[src/logger_macros.svh]
`ifndef LOGGER_MACROS_SVH
`define LOGGER_MACROS_SVH

////////////////////////////////////////////////////////////
// FIFO sizing

// Entries held by each channel FIFO
`define LOG_FIFO_DEPTH 8
// Address bits needed to index one FIFO memory
`define LOG_ADDR_BITS 3
// Fill level needs one more bit to count a full FIFO
`define LOG_LEVEL_BITS (`LOG_ADDR_BITS + 1)

////////////////////////////////////////////////////////////
// Payload field widths

`define LOG_SENSOR_ID_BITS 4
`define LOG_SAMPLE_VALUE_BITS 16
`define LOG_EVENT_CODE_BITS 8
// Data field of a log record fits a whole sample
`define LOG_DATA_BITS 20

`endif

[src/logger_pkg.sv]
`include "logger_macros.svh"

package logger_pkg;

	////////////////////////////////////////////////////////////
	// Channel payloads

	// One sensor reading
	typedef struct packed {
		logic [`LOG_SENSOR_ID_BITS-1:0] sensor_id;
		logic [`LOG_SAMPLE_VALUE_BITS-1:0] value;
	} sample_t;

	// One discrete event
	typedef struct packed {
		logic [`LOG_EVENT_CODE_BITS-1:0] code;
	} event_t;

	////////////////////////////////////////////////////////////
	// Log output

	// Tag saying which channel a record came from
	typedef enum logic {
		SRC_SAMPLE = 1'b0,
		SRC_EVENT = 1'b1
	} log_source_e;

	// Tagged record on the shared log port
	// Samples sit in data as is, event codes are zero-extended
	typedef struct packed {
		log_source_e source;
		logic [`LOG_DATA_BITS-1:0] data;
	} log_record_t;

	////////////////////////////////////////////////////////////
	// Status

	// Words currently held in each FIFO
	typedef struct packed {
		logic [`LOG_LEVEL_BITS-1:0] sample_level;
		logic [`LOG_LEVEL_BITS-1:0] event_level;
	} fifo_status_t;

endpackage

[src/event_logger_top.sv]
`include "logger_macros.svh"

module event_logger_top (
	input logic clk,
	input logic reset,

	// Sensor sample channel
	input logic sample_valid,
	output logic sample_ready,
	input logger_pkg::sample_t sample_data,

	// Event code channel
	input logic event_valid,
	output logic event_ready,
	input logger_pkg::event_t event_data,

	// Shared log output
	output logic log_valid,
	input logic log_ready,
	output logger_pkg::log_record_t log_data,

	// Fill level of each FIFO
	output logger_pkg::fifo_status_t status
);

	import logger_pkg::*;

	////////////////////////////////////////////////////////////
	// Front ends

	// FIFO heads and flags toward the arbiter
	sample_t sample_head;
	event_t event_head;
	logic sample_empty;
	logic event_empty;
	logic sample_full;
	logic event_full;
	logic sample_pop;
	logic event_pop;
	logic sample_wr;
	logic event_wr;
	logic [`LOG_LEVEL_BITS-1:0] sample_level;
	logic [`LOG_LEVEL_BITS-1:0] event_level;

	// Accept while there is room
	assign sample_ready = !sample_full;
	assign event_ready = !event_full;

	// Write only on a completed handshake
	assign sample_wr = sample_valid && sample_ready;
	assign event_wr = event_valid && event_ready;

	////////////////////////////////////////////////////////////
	// Channel FIFOs

	sync_fifo #(
		.payload_t(sample_t),
		.DEPTH(`LOG_FIFO_DEPTH)
	) sample_fifo (
		.clk(clk),
		.reset(reset),
		.wr(sample_wr),
		.din(sample_data),
		.rd(sample_pop),
		.dout(sample_head),
		.empty(sample_empty),
		.full(sample_full),
		.rsize(sample_level),
		.wsize(),
		// Gated handshakes keep these low
		.overflow(),
		.underflow()
	);

	sync_fifo #(
		.payload_t(event_t),
		.DEPTH(`LOG_FIFO_DEPTH)
	) event_fifo (
		.clk(clk),
		.reset(reset),
		.wr(event_wr),
		.din(event_data),
		.rd(event_pop),
		.dout(event_head),
		.empty(event_empty),
		.full(event_full),
		.rsize(event_level),
		.wsize(),
		.overflow(),
		.underflow()
	);

	////////////////////////////////////////////////////////////
	// Log port arbitration

	log_arbiter arbiter (
		.clk(clk),
		.reset(reset),
		.sample_head(sample_head),
		.sample_empty(sample_empty),
		.sample_pop(sample_pop),
		.event_head(event_head),
		.event_empty(event_empty),
		.event_pop(event_pop),
		.log_valid(log_valid),
		.log_ready(log_ready),
		.log_data(log_data)
	);

	// Status straight from the read-side levels
	assign status.sample_level = sample_level;
	assign status.event_level = event_level;

endmodule

[src/log_arbiter.sv]
`include "logger_macros.svh"

module log_arbiter (
	input logic clk,
	input logic reset,

	// Sample FIFO head
	input logger_pkg::sample_t sample_head,
	input logic sample_empty,
	output logic sample_pop,

	// Event FIFO head
	input logger_pkg::event_t event_head,
	input logic event_empty,
	output logic event_pop,

	// Shared log port
	output logic log_valid,
	input logic log_ready,
	output logger_pkg::log_record_t log_data
);

	import logger_pkg::*;

	////////////////////////////////////////////////////////////
	// State

	// Source that won the previous grant
	log_source_e last_src;

	// Output register
	logic out_valid;
	log_record_t out_rec;

	// Combinational grant
	logic can_load;
	logic pick_sample;
	logic pick_event;
	log_record_t next_rec;

	////////////////////////////////////////////////////////////
	// Grant

	// Register is free or its record leaves this edge
	assign can_load = !out_valid || log_ready;

	// Sample wins alone, or under contention when events went last
	assign pick_sample = !sample_empty && (event_empty || last_src == SRC_EVENT);

	// Event takes whatever the sample channel did not
	assign pick_event = !event_empty && !pick_sample;

	// Pop the winner on the same edge that loads the register
	assign sample_pop = can_load && pick_sample;
	assign event_pop = can_load && pick_event;

	////////////////////////////////////////////////////////////
	// Record formatting

	always_comb begin
		if (pick_sample) begin
			next_rec.source = SRC_SAMPLE;
			// Sample fills the data field exactly
			next_rec.data = `LOG_DATA_BITS'(sample_head);
		end else begin
			next_rec.source = SRC_EVENT;
			// Event code zero-extended
			next_rec.data = `LOG_DATA_BITS'(event_head.code);
		end
	end

	////////////////////////////////////////////////////////////
	// Control registers

	always_ff @(posedge clk) begin
		if (reset) begin
			out_valid <= 1'b0;
			// Events count as last served so samples win first
			last_src <= SRC_EVENT;
		end else if (can_load) begin
			// Stays valid only if a new record comes in
			out_valid <= sample_pop || event_pop;
			if (sample_pop) begin
				last_src <= SRC_SAMPLE;
			end else if (event_pop) begin
				last_src <= SRC_EVENT;
			end
		end
	end

	// Payload register, held while the consumer stalls
	always_ff @(posedge clk) begin
		if (sample_pop || event_pop) begin
			out_rec <= next_rec;
		end
	end

	////////////////////////////////////////////////////////////
	// Outputs

	assign log_valid = out_valid;
	assign log_data = out_rec;

endmodule

[src/memory_macro.sv]
module memory_macro #(
	parameter int WIDTH = 32,
	parameter int DEPTH = 8,
	localparam int ADDR_BITS = $clog2(DEPTH)
) (
	input logic clk,

	// Write port
	input logic wr_en,
	input logic [ADDR_BITS-1:0] wr_addr,
	input logic [WIDTH-1:0] wr_data,

	// Read port
	input logic [ADDR_BITS-1:0] rd_addr,
	output logic [WIDTH-1:0] rd_data
);

	////////////////////////////////////////////////////////////
	// Storage

	// Plain register array
	// Contents only matter once the FIFO pointers mark them valid
	logic [WIDTH-1:0] mem [DEPTH];

	////////////////////////////////////////////////////////////
	// Write port

	// Synchronous write on the rising edge
	always_ff @(posedge clk) begin
		if (wr_en) begin
			mem[wr_addr] <= wr_data;
		end
	end

	////////////////////////////////////////////////////////////
	// Read port

	// Asynchronous read
	// Gives the FIFO its first-word-fall-through head
	always_comb begin
		rd_data = mem[rd_addr];
	end

endmodule

[src/sync_fifo.sv]
module sync_fifo #(
	parameter type payload_t = logger_pkg::sample_t,
	// Must be a power of two for the wrapping pointers
	parameter int DEPTH = 8,
	localparam int ADDR_BITS = $clog2(DEPTH)
) (
	input logic clk,
	input logic reset,

	// Push side
	input logic wr,
	input payload_t din,

	// Pop side, head word shows while empty is low
	input logic rd,
	output payload_t dout,

	// Flags
	output logic empty,
	output logic full,

	// Words ready to read and spaces free to write
	output logic [ADDR_BITS:0] rsize,
	output logic [ADDR_BITS:0] wsize,

	// One-cycle error pulses
	output logic overflow,
	output logic underflow
);

	////////////////////////////////////////////////////////////
	// Pointers

	// Top bit is a lap counter
	// It tells a full FIFO from an empty one
	logic [ADDR_BITS:0] rpos;
	logic [ADDR_BITS:0] wpos;

	// Accepted operations
	logic do_write;
	logic do_read;

	// Same slot and same lap means nothing stored
	assign empty = (rpos == wpos);

	// Same slot but writer one lap ahead
	assign full = (wpos[ADDR_BITS-1:0] == rpos[ADDR_BITS-1:0]) &&
		(wpos[ADDR_BITS] != rpos[ADDR_BITS]);

	// Pointer difference wraps correctly in ADDR_BITS+1 bits
	assign rsize = wpos - rpos;
	assign wsize = (ADDR_BITS + 1)'(DEPTH) + rpos - wpos;

	// Writes are dropped when full, reads when empty
	assign do_write = wr && !full;
	assign do_read = rd && !empty;

	////////////////////////////////////////////////////////////
	// Control

	always_ff @(posedge clk) begin
		// Reset wins over any write or read in the same cycle
		if (reset) begin
			rpos <= '0;
			wpos <= '0;
			overflow <= 1'b0;
			underflow <= 1'b0;
		end else begin
			// Error pulses last one cycle
			overflow <= wr && full;
			underflow <= rd && empty;

			// Advance past the word just popped
			if (do_read) begin
				rpos <= rpos + 1'b1;
			end

			// Advance past the slot just written
			if (do_write) begin
				wpos <= wpos + 1'b1;
			end
		end
	end

	////////////////////////////////////////////////////////////
	// Storage

	// Write port follows wpos
	// Read port follows rpos, so dout is always the head
	memory_macro #(
		.WIDTH($bits(payload_t)),
		.DEPTH(DEPTH)
	) mem (
		.clk(clk),
		.wr_en(do_write),
		.wr_addr(wpos[ADDR_BITS-1:0]),
		.wr_data(din),
		.rd_addr(rpos[ADDR_BITS-1:0]),
		.rd_data(dout)
	);

endmodule

[config.mk]
export PLATFORM = sky130hd
export DESIGN_NAME = event_logger_top
export DESIGN_NICKNAME = d
export VERILOG_FILES = /design/src/logger_pkg.sv /design/src/event_logger_top.sv /design/src/log_arbiter.sv /design/src/memory_macro.sv /design/src/sync_fifo.sv
export VERILOG_INCLUDE_DIRS = /design/src /design/src/src
export SDC_FILE = /design/constraint.sdc
export NUM_CORES = 1
export LEC_CHECK = 0
export BUFFER_PORTS_ARGS = -buffer_cell sky130_fd_sc_hd__buf_2
export CELL_PAD_IN_SITES_DETAIL_PLACEMENT = 1
export CELL_PAD_IN_SITES_GLOBAL_PLACEMENT = 1
export CORE_UTILIZATION = 50
export CTS_CLUSTER_DIAMETER = 40
export DETAILED_ROUTE_END_ITERATION = 6
export PLACE_DENSITY_LB_ADDON = 0.08
export SLEW_MARGIN = 10
export SYNTH_ARGS = -nofsm -noshare
export SYNTH_HDL_FRONTEND = slang
export SYNTH_SLANG_ARGS = --single-unit
[constraint.sdc]
create_clock -name clk -period 3.7 [get_ports clk]
set_input_delay 0.37 -clock clk [delete_from_list [all_inputs] [get_ports clk]]
set_output_delay 0.37 -clock clk [all_outputs]
set_load 0.005 [all_outputs]
### Yosys cells after proc, flatten, opt, wreduce, memory -nomap -nowiden

Memory sizes are Yosys's and may differ from the RTL's. A register that Yosys moved wholly into a read port is not among the register bits.
Cells that the tools add are included.

* register bits: 39
* logic and storage cells: 57
* bits in read-only memories: 0
* memories: 2
* memory bits (writable): 224
* latch bits: 0
* output and inout port bits: 32

Memories
* sample_fifo.mem.mem: words 8, width 20, read ports 1, clocked after memory_dff 1, write ports 1, line memory_macro.sv:23 `logic [WIDTH-1:0] mem [DEPTH];`
* event_fifo.mem.mem: words 8, width 8, read ports 1, clocked after memory_dff 1, write ports 1, line memory_macro.sv:23

* mux-type cells: 11
* shift operators: 0
* $add $sub $neg: 6
* magnitude comparators: 0
* multiply operators: 0
* reductions and logical operators: 23
* bitwise logic cells: 0
* equality and inequality tests: 6
* div/mod/pow operators: 0

Operators with widths (count)
* two-way mux 21 bit: 1
* adder 4 x 1 -> 4 bit, second input constant: 4
* logical AND 1 bit: 12
* two-way mux 3 bit: 4
* == test 4 bit: 2
* subtractor 4 bit: 2
* == test 3 bit: 2
* logical NOT 1 bit: 6
* two-way mux 1 bit: 6
* logical OR 1 bit: 3
* inequality test 1 bit: 2
* AND reduction 2 bit: 1
* nonzero test 2 bit: 1

### Depth between registers and ports, before layout

Gate-level depths: netlist (run 1).

* depth in word-level cells: 9
* depth in mapped cells: 8
* depth with buffers taken out: 6

### By module

From an unflattened synthesis (run 1), not the netlist that was laid out.

* cells, all modules: 563
* area total of the unflattened synthesis: 11108.2 um2

Modules (own cells, without submodules)
* memory_macro at sample_fifo.mem: cells each 244, area each 6212.2 um2, sequential area each 4804.6 um2, times used 1
* memory_macro at event_fifo.mem: cells each 106, area each 2531.2 um2, sequential area each 1921.8 um2, times used 1
* sync_fifo: cells each 75, area each 694.4 um2, sequential area each 200.2 um2, times used 2
* log_arbiter: cells each 59, area each 955.9 um2, sequential area each 670.6 um2, times used 1
* event_logger_top: cells each 4, area each 20.0 um2, sequential area each 0.0 um2, times used 1

### Least setup slack after synthesis (run 1)

OpenSTA, ideal clock, no wires.

* path kind: register -> register
* start: register sample_fifo.wpos[0]
* end: memory sample_fifo.mem.mem[0][0] (netlist bit), enable pin
* data arrival time: 2628 ps
* cell stages (with the launch flop): 7
* period minus slack after synthesis: 3050 ps
* setup slack: 650 ps
* path buffers: 0
* setup time: 422 ps
* cells stage by stage: dfxtp_1 -> inv_1 -> ha_1 -> and3_1 -> nand2_1 -> nand3_1 -> nor3_1

* cells in the longest elaborated chain, start to end: 7

RTL lines
* start, declared: line sync_fifo.sv:37 `logic [ADDR_BITS:0] wpos;`
* start signal, assigned: line sync_fifo.sv:80 `wpos <= wpos + 1'b1;`
* == test 3 bit *: line sync_fifo.sv:47 `assign full = (wpos[ADDR_BITS-1:0] == rpos[ADDR_BITS-1:0]) &&`
* logical AND 1 bit *: line sync_fifo.sv:47
* logical NOT 1 bit *: line event_logger_top.sv:46 `assign sample_ready = !sample_full;`
* net sample_ready: line event_logger_top.sv:9 `output logic sample_ready,`
* logical AND 1 bit: line event_logger_top.sv:50 `assign sample_wr = sample_valid && sample_ready;`
* logical AND 1 bit *: line sync_fifo.sv:55 `assign do_write = wr && !full;`
* two-way mux 1 bit *: line memory_macro.sv:30 `if (wr_en) begin`
* two-way mux 1 bit (implied by the code) *: line memory_macro.sv:31 `mem[wr_addr] <= wr_data;`
* end, declared: line memory_macro.sv:23

Mark *: on every way through the listed nets, which the timed path passes. The rest lies on a longest branch.

### Final worst setup path (run 1)

* start: register sample_fifo.wpos[2]
* end: register arbiter.out_rec (netlist bit arbiter.log_data[8]), data pin

* cells in the longest elaborated chain, start to end: 3

RTL lines
* == test 4 bit: line sync_fifo.sv:44 `assign empty = (rpos == wpos);`
* logical NOT 1 bit: line log_arbiter.sv:48 `assign pick_sample = !sample_empty && (event_empty || last_src == SRC_EVENT);`
* logical AND 1 bit: line log_arbiter.sv:48
* end signal, assigned: line log_arbiter.sv:94 `out_rec <= next_rec;`
* end, declared: line log_arbiter.sv:33 `log_record_t out_rec;`

No other way between the ends.
A chain may end at the register's enable or synchronous reset.

==> results of run 1 <==
-- area by class of cell --
cell class                      instances  area share (%)
Antenna cell                            1          0.0201
Tap cell                              270            2.71
Multi-Input combinational cell        236            20.9
Inverter                               14           0.421
Clock inverter                         25            1.97
Sequential cell                       269            62.9
Clock buffer                           40            7.51
Timing Repair Buffer                   82            3.65
-- layer usage --
| layer | wire length (µm) | vias up |
|---|---|---|
| li1 | - | 2358 |
| met1 | 9400 | 2734 |
| met2 | 11100 | 136 |
| met3 | 1040 | 33 |
| met4 | 416 | 0 |
| met5 | 0 | - |
-- state kept, by name, indices dropped and copies added (netlist names), named ones only --
signal               flops
arbiter.last_src         1
sample_fifo.rpos         4
event_fifo.rpos          4
sample_fifo.mem.mem    160
arbiter.log_data        21
arbiter.log_valid        1
event_fifo.wpos          4
sample_fifo.wpos         4
event_fifo.mem.mem      64
-- worst min-delay path by stage --
stage               slack [ns]                         end               start  cells past startpoint
finish                    0.13  sample_fifo.mem.mem[7][10]     sample_data[10]                      1
global route              0.12  sample_fifo.mem.mem[2][17]     sample_data[17]                      1
CTS                       0.11   sample_fifo.mem.mem[7][3]      sample_data[3]                      1
detailed placement        0.51          event_fifo.wpos[0]  event_fifo.wpos[0]                      2
global placement          0.49          event_fifo.wpos[0]  event_fifo.wpos[0]                      2
floorplan                 0.47    event_fifo.mem.mem[0][0]       event_data[0]                      0
-- cell families (layout without fill, tap and decap cells) --
family	Yosys count	after routing	synth area share [%]
DFF	269	269	74.1
and+or+nand+nor	85	85	3.80
adders and majority gates	12	12	1.56
buffers and inverters	38	161	1.61
other	0	1	0
muxes	104	104	16.6
AOI/OAI and AO/OA	23	23	1.27
xor gates and xnor gates	12	12	1.14
-- stage by stage --
step | worst slack (ns) | hold slack, ns
global placement | 1.24 | 0.493
CTS | 1.11 | 0.109
floorplan | 0.650 | 0.469
finish | 1.10 | 0.128
global route | 0.891 | 0.116
detailed placement | 1.12 | 0.515
-- power by group through the flow --
stage          combinational [W]  clock (W)  sequential, W
3_5_place_dp             0.00153          0        0.00394
3_3_place_gp             0.00148          0        0.00393
4_1_cts                  0.00154    0.00344        0.00388
2_1_floorplan            0.00113          0        0.00377
6_report                 0.00151    0.00338        0.00386
5_1_grt                  0.00164    0.00355        0.00390
-- cell usage in the layout (no fill, tap or decap), types with 5 or more instances in the layout --
cell type,Yosys,routed
nand2_1,12,12
mux2_2,8,8
nor3_1,7,5
mux2i_1,40,40
buf_4,0,18
nor2_1,34,29
a21oi_1,12,10
edfxtp_1,245,245
dfxtp_1,24,22
nand3_1,9,9
nor2_2,1,6
xnor2_1,7,7
buf_2,16,64
clkbuf_16,0,37
clkinv_1,0,5
inv_6,0,5
nand2b_1,8,8
ha_1,10,10
inv_1,14,14
mux4_2,56,56
==> results.cfg, run 1 <==
[run_status]
status = completed

[logic_synthesis]
netlist_area_um2 = 10600
ys_seq_elements = 269
ys_seq_area_share_pct = 74.1
synth_top_area_share_pct = 69.5
synthTopCellsByArea = edfxtp_1, mux4_2, dfxtp_1
ys_types = 36
ys.flop_type = edfxtp_1
async_reset_ff_share_pct = 0
netlist_top_cells_count = edfxtp_1, mux4_2, mux2i_1
syn_nets = 588
avgSynthCellArea_um2 = 19.5
synth.most_common_cell = edfxtp_1
synthCells = 543
synth_top_cell_by_area = edfxtp_1
ys.warnings.count = 0
synth_edf_count = 245

[route]
drtIter0Drc = 243
drt-pass1-iter-count = 4
drc = 0
vias = 5261
ant_nets = 0
via_per_inst = 5.61
wl_mm = 22.0
wl_per_cell_um = 23.5

[critical_path]
r2r_slack_ns = 1.10
arrival_ns = 2.84
critPathTopFamily = simple AND/OR/NAND/NOR gates
cpMaxStageDelayCell = or2_1
worstPathCellList = ha_1 -> nand3_1 -> nor2_2 -> or2_1 -> buf_4 -> nor2_1
end_kind = flop
path_class = flop to flop
r2r-start = sample_fifo.wpos[2]
worst-path-buf-inv = 1
rr_worst_depth = 6
crit_end = arbiter.log_data[8]
cp_max_fo = 13
regToRegEndpoint = arbiter.log_data[8]
crit_cells = 6
crit_required_ns = 3.95
critical_path.max_stage_delay_ns = 0.60
critical_path.startpoint_type = flop
worstSetupStartpoint = sample_fifo.wpos[2]

[layout]
stdcell_count = 937
nNetsFinal = 684
post-route-util_pct = 60.9
fillCellCount = 1787
final_cell_area_um2 = 12500
multi_input_area_um2 = 2600
syn_to_final_growth_pct = 17.9
drive_gt1_share_pct = 32.9
final-seq-area_um2 = 7840

[floorplanning]
die_w_um = 147
placeableCoreArea_um2 = 20500
dieArea_um2 = 21700
die_y_um = 147
rows = 52
start_util_pct = 51.6
ios = 65

[power]
p_switching_w = 0.00230
cellPowerDensity_nw_per_um2 = 701
p_leak_nw = 4.22
p_seq_share_pct = 44.1
netSwitchingFraction_pct = 26.3
combPwrFrac_pct = 17.2
p_total_w = 0.00875
p_int_w = 0.00645
ir_worst_vdd_uv = 455
p_clk_share_pct = 38.7

[sta]
rsz0062_at_grt = no
drv_slew = 0
finalCriticalPeriod_ns = 2.60
fmaxAchievable_mhz = 385
finalSetupViolCount = 0
timing.slew.headroom_pct = 25.9
tightest_slew_ns = 1.11
clock_skew_ns = 0.0275
setup_tns_ns = 0
fin_crit_sh_pct = 70.2
finalHoldViolCount = 0

[hold_path]
hp-class = input port to flop

[clock_tree]
holdBufCountCts = 0
clk_pin_slew_ns = 0.06
cts_buffers = 36
cts_root_buffer = clkbuf_16
h-tree-depth = 2
postCtsResizedCells = 0
cts_buffer_depth = 3
cts_tree = built
insertion_delay_ns = 0.52
clock-sinks = 269
post_cts_buffers = 0

[flow_run]
max_cap_viol_count = 0

[global_route]
gr-usage-met1_pct = 28.2
busiest_layer = met2
grt.total_usage_pct = 21.2
grt_start_max_net_pins = 27
grt_pass1_vias = 5770
overflow = 0
grt.met2_usage_pct = 35.5
grt_pass1_wl_mm = 33.8
grtUsageMet3_pct = 4.14
grt_antenna_before_repair = 1

[place]
placed_cell_area_um2 = 11300
dp.cells = 871
place.gp.congestion = 0.837
hpwlAfterDp_mm = 13.2
numPortBuffers = 64
Note: power is estimated with default switching activity, not from simulation.
==> run 2, diff against run 1 <==
clock period = 2.6 ns   (was 3.7 ns; I/O delays follow)
==> run 2 against run 1 <==
Against the previous run: clock power rose by 39%; non-clock buffer count rose by 9; cell count rose by 0.64%; routed wire length fell by 4.6%; critical path depth did not move; register-to-register slack got worse by 0.85 ns; die area did not move; worst hold slack got worse by 0.084 ns; design area rose by 1.2%; flip-flop and latch count did not move; via count barely moved; first-iteration DRC count rose by 3.3%.
==> results.cfg, run 2 (same netlist as run 1, synthesis figures left out) <==
[floorplanning]
ios = 65
dieArea_um2 = 21700
die_y_um = 147
die_w_um = 147
placeableCoreArea_um2 = 20500
rows = 52
start_util_pct = 51.6

[critical_path]
critical_path.startpoint_type = flop
arrival_ns = 2.53
crit_required_ns = 2.78
path_class = flop to flop
cp_max_fo = 12
end_kind = flop

[route]
vias = 5256
drtIter0Drc = 251
wl_mm = 21.0
via_per_inst = 5.57
ant_nets = 0
drt-pass1-iter-count = 6
drc = 0
wl_per_cell_um = 22.3

[place]
dp.cells = 880
numPortBuffers = 64
place.gp.congestion = 0.769
hpwlAfterDp_mm = 13.2

[layout]
largest-register = sample_fifo.mem.mem
layout_commonest_cell = edfxtp_1
syn_to_final_growth_pct = 19.3
fillCellCount = 1788
diodes = 0
stdcell_count = 943
post-route-util_pct = 61.6
nNetsFinal = 693
drive_gt1_share_pct = 33.6
layout_common_cells = edfxtp_1, buf_2, mux4_2
largest_reg_flops = 160

[power]
p_leak_nw = 4.29
ir_worst_vdd_uv = 595
cellPowerDensity_nw_per_um2 = 983
p_total_w = 0.0124

[clock_tree]
clock-sinks = 269
cts_buffer_depth = 3
cts_buffers = 36
cts_tree = built
h-tree-depth = 2
cts_root_buffer = clkbuf_16
clk_pin_slew_ns = 0.06
post_cts_buffers = 0
insertion_delay_ns = 0.49
holdBufCountCts = 0
postCtsResizedCells = 0

[sta]
drv_slew = 0
fmaxAchievable_mhz = 426
tightest_slew_ns = 0.581
setup_tns_ns = 0
clock_skew_ns = 0.0202
finalCriticalPeriod_ns = 2.35
finalHoldViolCount = 0
timing.slew.headroom_pct = 61.2
fin_crit_sh_pct = 90.4
rsz0062_at_grt = no
finalSetupViolCount = 0

[run_status]
status = completed

[global_route]
grt.total_usage_pct = 20.4
overflow = 0
grt_pass1_wl_mm = 33.0
grt_pass1_vias = 5749
grt_antenna_before_repair = 0
grt_start_max_net_pins = 41

[hold_path]
hp-class = input port to flop

[flow_run]
max_cap_viol_count = 0
[run 2: layout make-up]
| class | count | area, µm² | area share [%] |
|---|---|---|---|
| Clock buffer | 46 | 980 | 7.76 |
| Timing Repair Buffer | 91 | 611 | 4.84 |
| Clock inverter | 17 | 189 | 1.50 |
| Multi-Input combinational cell | 236 | 2620 | 20.7 |
| Tap cell | 270 | 338 | 2.68 |
| Sequential cell | 269 | 7840 | 62.1 |
| Inverter | 14 | 52.6 | 0.416 |
[run 2: path summary, 6_finish.rpt]
path / cells after the start / end / start / slack, ns
worst max-delay path: 6 / sample_fifo.mem.mem[4][15] / sample_fifo.wpos[2] / 0.25
worst min-delay path: 1 / sample_fifo.mem.mem[0][1] / sample_data[1] / 0.04
worst max register to register: 6 / sample_fifo.mem.mem[4][15] / sample_fifo.wpos[2] / 0.25
worst min register to register: 2 / event_fifo.wpos[0] / event_fifo.wpos[0] / 0.54
[run 2: layer usage]
| metal | track usage [%] | wire (µm) |
|---|---|---|
| met2 | 33.7 | 10300 |
| met5 | 0 | 0 |
| met4 | 5.57 | 370 |
| met1 | 28.1 | 9580 |
| met3 | 3.67 | 774 |
[run 2: metrics by stage]
stage                     hold WS [ns]  area, µm²  worst slack (ns)
after global placement           0.491      11500             0.368
after floorplan                  0.359      10600            0.0778
final                           0.0439      12600             0.250
after global routing            0.0397      12600             0.122
after CTS                       0.0258      12600             0.241
after detailed placement         0.535      11500             0.249
[run 2: power breakdown]
part / switching [W] / internal [W]
clock network: 0.00172 / 0.00298
registers: 0.000150 / 0.00516
logic: 0.00125 / 0.00114
total: 0.00313 / 0.00928
[run 2: worst max-delay path: stages (launching register included)]
cell and delay, ns:
dfxtp_1 0.57, ha_1 0.35, and3_1 0.21, nand2_1 0.12, nand3_1 0.28, nor2_2 0.23, buf_4 0.27
==> run 3, diff against run 2 <==
CORE_UTILIZATION = 51   (was 50)
PLACE_DENSITY = 0.75   (was not set)
PLACE_DENSITY_LB_ADDON = not set   (was 0.08)
==> run 3 against run 2 <==
Against the previous run: count of clock-buffer cells in the layout shrank 8; utilization shrank 0.067 points; non-clock buffer count grew 2; critical path type unchanged; maximum frequency grew 1.2%; design area shrank 1.1%; sequential share of layout area grew 0.67 points; global-route usage grew 0.48 points; worst setup slack gained 0.028 ns; critical path depth is the same.
==> results.cfg, run 3 (same netlist as run 1, synthesis figures left out) <==
[sta]
fin_crit_sh_pct = 89.3
fmaxAchievable_mhz = 431
clock_skew_ns = 0.0224
finalCriticalPeriod_ns = 2.32
drv_slew = 0
timing.slew.headroom_pct = 60.5
tightest_slew_ns = 0.592
setup_slack_ns = 0.278
whs_ns = 0.0322
finalHoldViolCount = 0
finalSetupViolCount = 0
setup_tns_ns = 0
rsz0062_at_grt = no

[floorplanning]
rows = 52
die_w_um = 146
dieArea_um2 = 21300
die_y_um = 146
ios = 65
placeableCoreArea_um2 = 20300
start_util_pct = 52.1

[flow_run]
max_cap_viol_count = 0

[critical_path]
critical_path.startpoint_type = flop
r2r-start = sample_fifo.wpos[2]
r2r_slack_ns = 0.28
rr_worst_depth = 6
regToRegEndpoint = sample_fifo.mem.mem[4][0]
end_kind = flop
cp_max_fo = 20
arrival_ns = 2.48
crit_required_ns = 2.76
path_class = flop to flop

[power]
combPwrFrac_pct = 19.2
p_clk_share_pct = 36.9
ir_worst_vdd_uv = 660
p_seq_share_pct = 43.9
netSwitchingFraction_pct = 26.3
cellPowerDensity_nw_per_um2 = 976
p_leak_nw = 4.24
p_int_w = 0.00898
p_switching_w = 0.00321

[layout]
layout_commonest_cell = edfxtp_1
fillCellCount = 1792
nNetsFinal = 694
drive_gt1_share_pct = 33.3
syn_to_final_growth_pct = 18.1
stdcell_count = 943
largest-register = sample_fifo.mem.mem
post-route-util_pct = 61.5
layout_common_cells = edfxtp_1, buf_2, mux4_2
largest_reg_flops = 160

[clock_tree]
holdBufCountCts = 0
cts_root_buffer = clkbuf_16
postCtsResizedCells = 0
insertion_delay_ns = 0.51
post_cts_buffers = 0
cts_buffer_depth = 3
cts_buffers = 35
h-tree-depth = 2
cts_tree = built
clk_pin_slew_ns = 0.06
clock-sinks = 269

[global_route]
grt.total_usage_pct = 20.9
grt_start_max_net_pins = 29
overflow = 0
grt_antenna_before_repair = 1
grt_pass1_wl_mm = 32.9
grt_pass1_vias = 5735

[hold_path]
whs_endpoint = sample_fifo.mem.mem[1][10]
hp-class = input port to flop
hold_depth = 1
hp-start = sample_data[10]

[run_status]
status = completed

[place]
place.gp.congestion = 0.796
dp_worst_setup_slack_ns = 0.263
hpwlAfterDp_mm = 13.3
dp.cells = 882
numPortBuffers = 64

[route]
drt-pass1-iter-count = 4
via_per_inst = 5.59
wl_mm = 21.3
drc = 0
wl_per_cell_um = 22.6
ant_nets = 0
vias = 5276
drtIter0Drc = 254
run 3: worst max-delay path by stage:
stage,start,end,slack [ns],cells after the start
2_1_floorplan,sample_fifo.wpos[0],sample_fifo.mem.mem[4][0],0.08,6
3_3_place_gp,sample_fifo.wpos[2],sample_fifo.mem.mem[0][13],0.44,6
3_5_place_dp,sample_fifo.wpos[2],sample_fifo.mem.mem[0][13],0.26,6
4_1_cts,sample_fifo.wpos[2],sample_fifo.mem.mem[4][0],0.28,6
5_1_grt,sample_fifo.wpos[2],sample_fifo.mem.mem[4][0],0.15,6
6_report,sample_fifo.wpos[2],sample_fifo.mem.mem[4][0],0.28,6
run 3: power groups by stage:
stage	logic (W)	registers, W	clock network, W
4_1_cts	0.00241	0.00536	0.00458
3_5_place_dp	0.00236	0.00544	0
3_3_place_gp	0.00229	0.00542	0
5_1_grt	0.00256	0.00539	0.00473
6_report	0.00234	0.00535	0.00449
2_1_floorplan	0.00160	0.00537	0
run 3: routing by layer:
| layer | vias up | part of all wire (%) | GRT usage [%] |
|---|---|---|---|
| li1 | 2382 | - | - |
| met2 | 120 | 50 | 35.3 |
| met1 | 2736 | 43 | 27.5 |
| met4 | 0 | 2.0 | 6.61 |
| met5 | - | 0 | 0 |
| met3 | 38 | 4.3 | 4.09 |
run 3: final cells by class:
cell class	count	area (µm²)	area share, %
antenna	1	2.50	0.0200
timing repair buffer	93	563	4.51
multi-input combinational	236	2600	20.8
clock inverter	22	205	1.64
sequential	269	7840	62.8
inverter	14	52.6	0.421
clock buffer	38	887	7.10
tap	270	338	2.70
run 3: metrics by stage:
| step | instance area (µm²) | total power, W |
|---|---|---|
| after floorplan | 10600 | 0.00697 |
| after global placement | 11400 | 0.00771 |
| after detailed placement | 11400 | 0.00780 |
| after CTS | 12500 | 0.0123 |
| after global routing | 12500 | 0.0127 |
| final | 12500 | 0.0122 |
run 3: worst max-delay path: stages, from the launching register on:
cell	delay (ns)
dfxtp_1	0.51
ha_1	0.34
and3_1	0.22
nand2_1	0.15
nand3_1	0.25
nor2_2	0.18
buf_4	0.33
